`src/logic/wt_defines.svh`:
```
`ifndef WT_DEFINES_SVH
`define WT_DEFINES_SVH

// operand and product widths of the significand multiplier
`define WT_OPND_W 24
`define WT_PROD_W 48

`define WT_HALF_W 24      // low half resolved in the first adder stage

// middle register of the tree sits after this many 3:2 layers
`define WT_TREE_SPLIT 4
`define WT_LATENCY 5      // in_valid edge to out_valid edge

`endif

```
`src/logic/mul_types_pkg.sv`:
```
`include "wt_defines.svh"

package mul_types_pkg;

  // one unsigned significand
  typedef logic [`WT_OPND_W-1:0] operand_t;

  // full product width and the width of every tree row
  typedef logic [`WT_PROD_W-1:0] product_t;

  // one shifted row per bit of b
  typedef product_t pp_rows_t [`WT_OPND_W];

endpackage

```
`src/logic/csa_geom_pkg.sv`:
```
package csa_geom_pkg;

  // one 3:2 layer turns each full group of three rows into two
  // and leftover rows go through untouched
  function automatic int rows_after(input int n);
    return 2 * (n / 3) + n % 3;
  endfunction

  function automatic int rows_after_layers(input int n, input int layers);
    int rows;
    rows = n;
    for (int i = 0; i < layers; i++) begin
      rows = rows_after(rows);
    end
    return rows;
  endfunction

  // tree depth needed to get down to a sum row and a carry row
  function automatic int layers_to_two(input int n);
    int rows;
    int depth;
    rows  = n;
    depth = 0;
    while (rows > 2) begin
      rows  = rows_after(rows);
      depth = depth + 1;
    end
    return depth;
  endfunction

endpackage

```
`src/logic/pp_array.sv`:
```
`timescale 1ns/1ps
`include "wt_defines.svh"

module pp_array
  import mul_types_pkg::*;
(
  input  logic     clk,
  input  logic     rst_n,
  input  logic     in_valid,
  input  operand_t a,
  input  operand_t b,
  output logic     pp_valid,
  output pp_rows_t rows
);

  pp_rows_t rows_d;

  // row i is a & b[i], moved up to weight 2^i
  always_comb begin
    product_t gated;
    for (int i = 0; i < `WT_OPND_W; i++) begin
      gated = '0;
      gated[`WT_OPND_W-1:0] = b[i] ? a : '0;
      rows_d[i] = gated << i;
    end
  end

  always_ff @(posedge clk) begin
    if (!rst_n) begin
      pp_valid <= 1'b0;
    end else begin
      pp_valid <= in_valid;
    end
  end

  always_ff @(posedge clk) begin
    rows <= rows_d;
  end

  // an unknown strobe would poison every valid stage behind it
  a_in_valid_known : assert property (
    @(posedge clk) rst_n |-> !$isunknown(in_valid)
  ) else $error("pp_array: in_valid is unknown outside reset");

endmodule

```
`src/logic/csa_layer.sv`:
```
`timescale 1ns/1ps

module csa_layer
  import mul_types_pkg::*, csa_geom_pkg::*;
#(
  parameter int ROWS_IN = 3
) (
  input  product_t rows_in  [ROWS_IN],
  output product_t rows_out [rows_after(ROWS_IN)]
);

  localparam int GROUPS = ROWS_IN / 3;
  localparam int LEFT   = ROWS_IN % 3;

  // each group of three rows is a row-wide full adder
  for (genvar g = 0; g < GROUPS; g++) begin : g_grp
    product_t x;
    product_t y;
    product_t z;

    assign x = rows_in[3*g];
    assign y = rows_in[3*g+1];
    assign z = rows_in[3*g+2];

    assign rows_out[2*g]   = x ^ y ^ z;
    // majority goes one column up
    assign rows_out[2*g+1] = ((x & y) | (x & z) | (y & z)) << 1;
  end

  // one or two leftover rows wait for the next layer
  for (genvar r = 0; r < LEFT; r++) begin : g_pass
    assign rows_out[2*GROUPS+r] = rows_in[3*GROUPS+r];
  end

endmodule

```
`src/logic/csa_tree.sv`:
```
`timescale 1ns/1ps
`include "wt_defines.svh"

module csa_tree
  import mul_types_pkg::*, csa_geom_pkg::*;
(
  input  logic     clk,
  input  logic     rst_n,
  input  logic     pp_valid,
  input  pp_rows_t rows,
  output logic     red_valid,
  output product_t sum_row,
  output product_t carry_row
);

  localparam int PP_ROWS  = `WT_OPND_W;
  localparam int LAYERS   = layers_to_two(PP_ROWS);                   // 7 for 24 rows
  localparam int MID_ROWS = rows_after_layers(PP_ROWS, `WT_TREE_SPLIT);

  product_t mid_rows [MID_ROWS];
  logic     mid_valid;

  // 24 -> 16 -> 11 -> 8 -> 6 | reg | -> 4 -> 3 -> 2
  for (genvar l = 0; l < LAYERS; l++) begin : g_layer
    localparam int N_IN  = rows_after_layers(PP_ROWS, l);
    localparam int N_OUT = rows_after(N_IN);

    product_t lin  [N_IN];
    product_t lout [N_OUT];

    if (l == 0) begin : g_src_pp
      assign lin = rows;
    end else if (l == `WT_TREE_SPLIT) begin : g_src_mid
      assign lin = mid_rows;            // second half starts from the register
    end else begin : g_src_prev
      assign lin = g_layer[l-1].lout;
    end

    csa_layer #(
      .ROWS_IN(N_IN)
    ) u_layer (
      .rows_in (lin),
      .rows_out(lout)
    );
  end

  always_ff @(posedge clk) begin
    if (!rst_n) begin
      mid_valid <= 1'b0;
      red_valid <= 1'b0;
    end else begin
      mid_valid <= pp_valid;
      red_valid <= mid_valid;
    end
  end

  always_ff @(posedge clk) begin
    mid_rows  <= g_layer[`WT_TREE_SPLIT-1].lout;
    sum_row   <= g_layer[LAYERS-1].lout[0];
    carry_row <= g_layer[LAYERS-1].lout[1];
  end

  // valid must ride exactly two registers through the tree
  a_valid_delay : assert property (
    @(posedge clk) $past(rst_n, 1) && $past(rst_n, 2) |-> red_valid == $past(pp_valid, 2)
  ) else $error("csa_tree: red_valid does not follow pp_valid by two cycles");

endmodule

```
`src/logic/final_adder.sv`:
```
`timescale 1ns/1ps
`include "wt_defines.svh"

module final_adder
  import mul_types_pkg::*;
(
  input  logic     clk,
  input  logic     rst_n,
  input  logic     red_valid,
  input  product_t sum_row,
  input  product_t carry_row,
  output logic     out_valid,
  output product_t product
);

  localparam int LO_W = `WT_HALF_W;
  localparam int HI_W = `WT_PROD_W - `WT_HALF_W;

  logic [LO_W:0]   lo_add;      // top bit is the carry into the high half
  logic [HI_W:0]   hi_add;
  logic [LO_W-1:0] lo_q;
  logic            lo_cy_q;
  logic [HI_W-1:0] sum_hi_q;
  logic [HI_W-1:0] carry_hi_q;
  logic            s2_valid;    // item sitting in stage two

  // stage one adds the low half
  assign lo_add = {1'b0, sum_row[LO_W-1:0]} + {1'b0, carry_row[LO_W-1:0]};

  always_ff @(posedge clk) begin
    lo_q       <= lo_add[LO_W-1:0];
    lo_cy_q    <= lo_add[LO_W];
    sum_hi_q   <= sum_row[`WT_PROD_W-1:LO_W];
    carry_hi_q <= carry_row[`WT_PROD_W-1:LO_W];
  end

  // stage two adds the high half plus the low carry
  assign hi_add = {1'b0, sum_hi_q} + {1'b0, carry_hi_q} + {{HI_W{1'b0}}, lo_cy_q};

  always_ff @(posedge clk) begin
    product <= {hi_add[HI_W-1:0], lo_q};
  end

  always_ff @(posedge clk) begin
    if (!rst_n) begin
      s2_valid  <= 1'b0;
      out_valid <= 1'b0;
    end else begin
      s2_valid  <= red_valid;
      out_valid <= s2_valid;
    end
  end

  // a 24x24 product fits in 48 bits so the tree rows never overflow either
  a_no_overflow : assert property (
    @(posedge clk) disable iff (!rst_n) s2_valid |-> !hi_add[HI_W]
  ) else $error("final_adder: carry out of bit 47");

endmodule

```
`src/logic/wt_mul_top.sv`:
```
`timescale 1ns/1ps

module wt_mul_top
  import mul_types_pkg::*;
(
  input  logic     clk,
  input  logic     rst_n,
  input  logic     in_valid,
  input  operand_t a,
  input  operand_t b,
  output logic     out_valid,
  output product_t product
);

  logic     pp_valid;
  pp_rows_t rows;
  logic     red_valid;
  product_t sum_row;
  product_t carry_row;

  // partial products in 1 cycle
  pp_array u_pp (
    .clk     (clk),
    .rst_n   (rst_n),
    .in_valid(in_valid),
    .a       (a),
    .b       (b),
    .pp_valid(pp_valid),
    .rows    (rows)
  );

  // carry-save reduction to two rows in 2 cycles
  csa_tree u_tree (
    .clk      (clk),
    .rst_n    (rst_n),
    .pp_valid (pp_valid),
    .rows     (rows),
    .red_valid(red_valid),
    .sum_row  (sum_row),
    .carry_row(carry_row)
  );

  // carry-propagate add in 2 cycles
  final_adder u_add (
    .clk      (clk),
    .rst_n    (rst_n),
    .red_valid(red_valid),
    .sum_row  (sum_row),
    .carry_row(carry_row),
    .out_valid(out_valid),
    .product  (product)
  );

endmodule

```
`config.mk`:
```
export PLATFORM = sky130hd
export DESIGN_NAME = wt_mul_top
export DESIGN_NICKNAME = d
export VERILOG_FILES = /design/src/logic/mul_types_pkg.sv /design/src/logic/csa_geom_pkg.sv /design/src/logic/pp_array.sv /design/src/logic/csa_layer.sv /design/src/logic/csa_tree.sv /design/src/logic/final_adder.sv /design/src/logic/wt_mul_top.sv
export VERILOG_INCLUDE_DIRS = /design/src /design/src/logic
export SDC_FILE = /design/constraint.sdc
export NUM_CORES = 2
export LEC_CHECK = 0
export BUFFER_PORTS_ARGS = -buffer_cell sky130_fd_sc_hd__clkbuf_2
export CAP_MARGIN = 10
export CORE_MARGIN = 10
export CORE_UTILIZATION = 25
export DETAILED_ROUTE_END_ITERATION = 10
export GPL_ROUTABILITY_DRIVEN = 0
export PLACE_DENSITY = 0.39
export SYNTH_ARGS = -nofsm -noshare
export SYNTH_HDL_FRONTEND = slang
export SYNTH_SLANG_ARGS = --single-unit
```
`constraint.sdc`:
```
create_clock -name clk -period 2.9 [get_ports clk]
set_input_delay 0.145 -clock clk [delete_from_list [all_inputs] [get_ports clk]]
set_output_delay 0.145 -clock clk [all_outputs]
set_load 0.01 [all_outputs]
```
==> out/summary.txt <==
total die area -> 172,400 sq um
num rows -> 144
Avg Cell Area, Syn -> 12.18 sq um
Post-Syn Instances -> 3,206
CP cell instances -> fa_2 > fa_2 > a21o_1 > a21oi_4 > o21bai_4 > a2111oi_4 > nor4b_2 > or4_1 > nand3_1
I/O Pins -> 100
setup fix buffers added after clock tree synthesis -> 0
Crit Path Category -> register to register
first-pass GRT wire length -> 136,300 um
DPL Wire Length -> 61,810 um
Distinct cells, synth -> 51
initial core utilization -> 25.26%
commonest cells after routing, fill and taps aside -> dfxtp_1 (970), inv_1 (727), and2_1 (581), fa_1 (489), ha_1 (140)
crit start category -> register
CTS tree -> built
worst path required time -> 3.55 ns
Reg2Reg Setup Slack -> 0.16 ns
Area Overhead vs Synth -> 17.51%
Slowest cell on crit path -> fa_2
CP Data Arrival Time -> 3.38 ns
die width -> 415.3 um
setup TNS -> 0 ns
status -> completed
synthesized flop and latch total -> 970
Final Setup Violations -> 0
final instance area -> 45,890 sq um
final hold violation count -> 0
Vias -> 19.55k
Netlist Area Pre-Place -> 39,060 sq um
Worst Max-Slew Pin Slew -> 0.9577 ns
worst reg2reg endpoint -> u_add.product[42]
Synth top area share -> 49.72%
Hold EP -> u_pp.rows[1064]
fin. max-slew vios -> 0
fin nets -> 4,014
Clock Root Buffer -> clkbuf_16
ys async rst share -> 0%
r2r worst-path depth -> 9
gr usage total -> 10.35%
Sink Count -> 970
initial antenna violation count -> 10
final antenna-violating net count -> 0
unrepaired setup endpoints after global routing -> no
clk slew on worst S/H paths -> 0.06 ns
detailed router's first-iteration violation count -> 621
layout cells sized above 1 -> 9.168%
Placed Area -> 41,820 sq um
final cell utilization of the core -> 29.69%
final non-filler cell total -> 5,476
later-pin clock latency in the skew report -> 0.72 ns
number of synthesized flops with an enable pin -> 0
worst setup margin -> 0.1614 ns
CTS H-tree depth -> 3
r2r startpoint -> u_add.carry_hi_q[0]
drt via density -> 3.570
CTS max path bufs -> 3
drc violations -> 0
critical path peak fanout -> 3
worst hold path type -> input port to register
dpl cells -> 5,262
fmax -> 365.2 MHz
power per cell area -> 968.4 nW/um^2
Seq/Total Area, Yosys -> 49.72%
largest stage delay on the critical path -> 0.42 ns
Hold Path Origin -> b[1]
Synth area leaders -> dfxtp_1 (50%), fa_1 (25%), and2_1 (9.3%)
max_cap viols -> 0
total number of yosys warnings -> 0
core region area -> 154,600 sq um
drt pass-1 iters -> 5
Routed WL -> 86,920 um
Worst Hold Depth -> 2
Tmin final -> 2.739 ns
Most common cell on crit path -> fa_2
area leader, netlist -> dfxtp_1
wire per inst -> 15.87 um
pre-CTS setup slack -> -0.06266 ns
Mapped Nets -> 3,888
pin count of the biggest net entering global routing -> 25
TritonCTS buffer count -> 108
Synth Flop Type -> dfxtp_1
worst vdd ir -> 448.3 uV
Die H -> 415.3 um
Worst slew margin -> 36.15%
Worst setup EP type -> register
port bufs -> 99
Clock Skew -> 0.02735 ns
leakage power total -> 20.77 nW
commonest non-fill, non-tap cell in the layout -> dfxtp_1
number of global-route vias before repair -> 22.07k
grt total ovfl -> 0
period utilisation layout -> 94.43%
-- worst max path at each step --
stage,start,endpoint,slack [ns],cells after the start
after floorplan,u_pp.rows[461],u_tree.g_layer[4].lin[269],0.29,8
after global placement,u_add.carry_hi_q[0],u_add.product[42],-0.04,9
after detailed placement,u_add.carry_hi_q[0],u_add.product[46],-0.06,10
after CTS,u_add.carry_hi_q[0],u_add.product[42],0.02,9
after global routing,u_add.carry_hi_q[0],u_add.product[42],0.04,9
final,u_add.carry_hi_q[0],u_add.product[42],0.16,9
-- cell families after synthesis --
group,Yosys count,synth area share [%]
buffers and inverters,825,7.929
DFF,970,49.72
AOI/OAI and AO/OA,90,1.676
adders and majority gates,631,29.65
and+or+nand+nor,658,10.31
xor gates and xnor gates,32,0.7176
-- flip-flops by register name, indices dropped and copies added (netlist names), 24 cells and up --
name and flops:
u_tree.g_layer.lin 180, u_add.sum_hi_q 24, u_add.lo_q 24, u_add.carry_hi_q 24, u_add.product 48, u_tree.sum_row 48
u_pp.rows 576, u_tree.carry_row 40
-- through the flow --
| step | power (mW) | hold slack, ns |
|---|---|---|
| 2_1_floorplan | 25.23 | 0.2667 |
| 3_3_place_gp | 30.31 | 0.3106 |
| 3_5_place_dp | 30.38 | 0.3121 |
| 4_1_cts | 45.80 | 0.01938 |
| 5_1_grt | 48.06 | 0.08906 |
| 6_report | 44.44 | 0.07848 |
-- layer usage --
layer  wire, um  track usage (%)  up-vias
li1           -                -     9512
met1      40750            13.60     9661
met2      40570            16.97      261
met3       3662            2.047      111
met4       1934            3.339        2
met5         13                0        -
-- layout make-up --
cell class | count | area [sq um]
Fill cell | 15790 | 108700
Antenna cell | 7 | 17.52
Clock inverter | 46 | 753.2
Sequential cell | 970 | 19420
Multi-Input combinational cell | 1411 | 16590
Tap cell | 2044 | 2557
Timing Repair Buffer | 114 | 618.1
Clock buffer | 157 | 3208
Inverter | 727 | 2729
-- what timing repair did --
item / 4_1_cts / 5_1_grt
endpoints found under the setup margin: 2 / 5
resized for setup: 2 / 5
hold endpoints to repair: 24 / 0
hold buffers: 4 / 0
pin swaps: 0 / 2
-- cells in the mapped netlist (4+ instances only) --
cell type / n
a21o_1: 14
a21oi_1: 22
and2_1: 581
clkbuf_1: 98
dfxtp_1: 970
fa_1: 491
ha_1: 140
inv_1: 727
nand2_1: 18
nand3_1: 11
nor2_1: 22
nor2b_1: 4
nor3_1: 5
o21a_1: 7
o21ai_0: 9
o21bai_1: 6
xnor2_1: 22
xor2_1: 10
-- critical path: cells and delay by family, from the launching register on --
family                   cells  cell delay (ns)
AO/OA/AOI/OAI                4             0.96
adder cells (fa/ha/maj)      2             0.79
AND/OR/NAND/NOR              3             0.62
flip-flops                   1             0.32
-- power breakdown --
group	internal, mW	switching [mW]
sequential	16.2	0.917
clock	9.20	5.73
combinational	5.32	7.09
total	30.7	13.7
(Power assumes the default switching activity.)
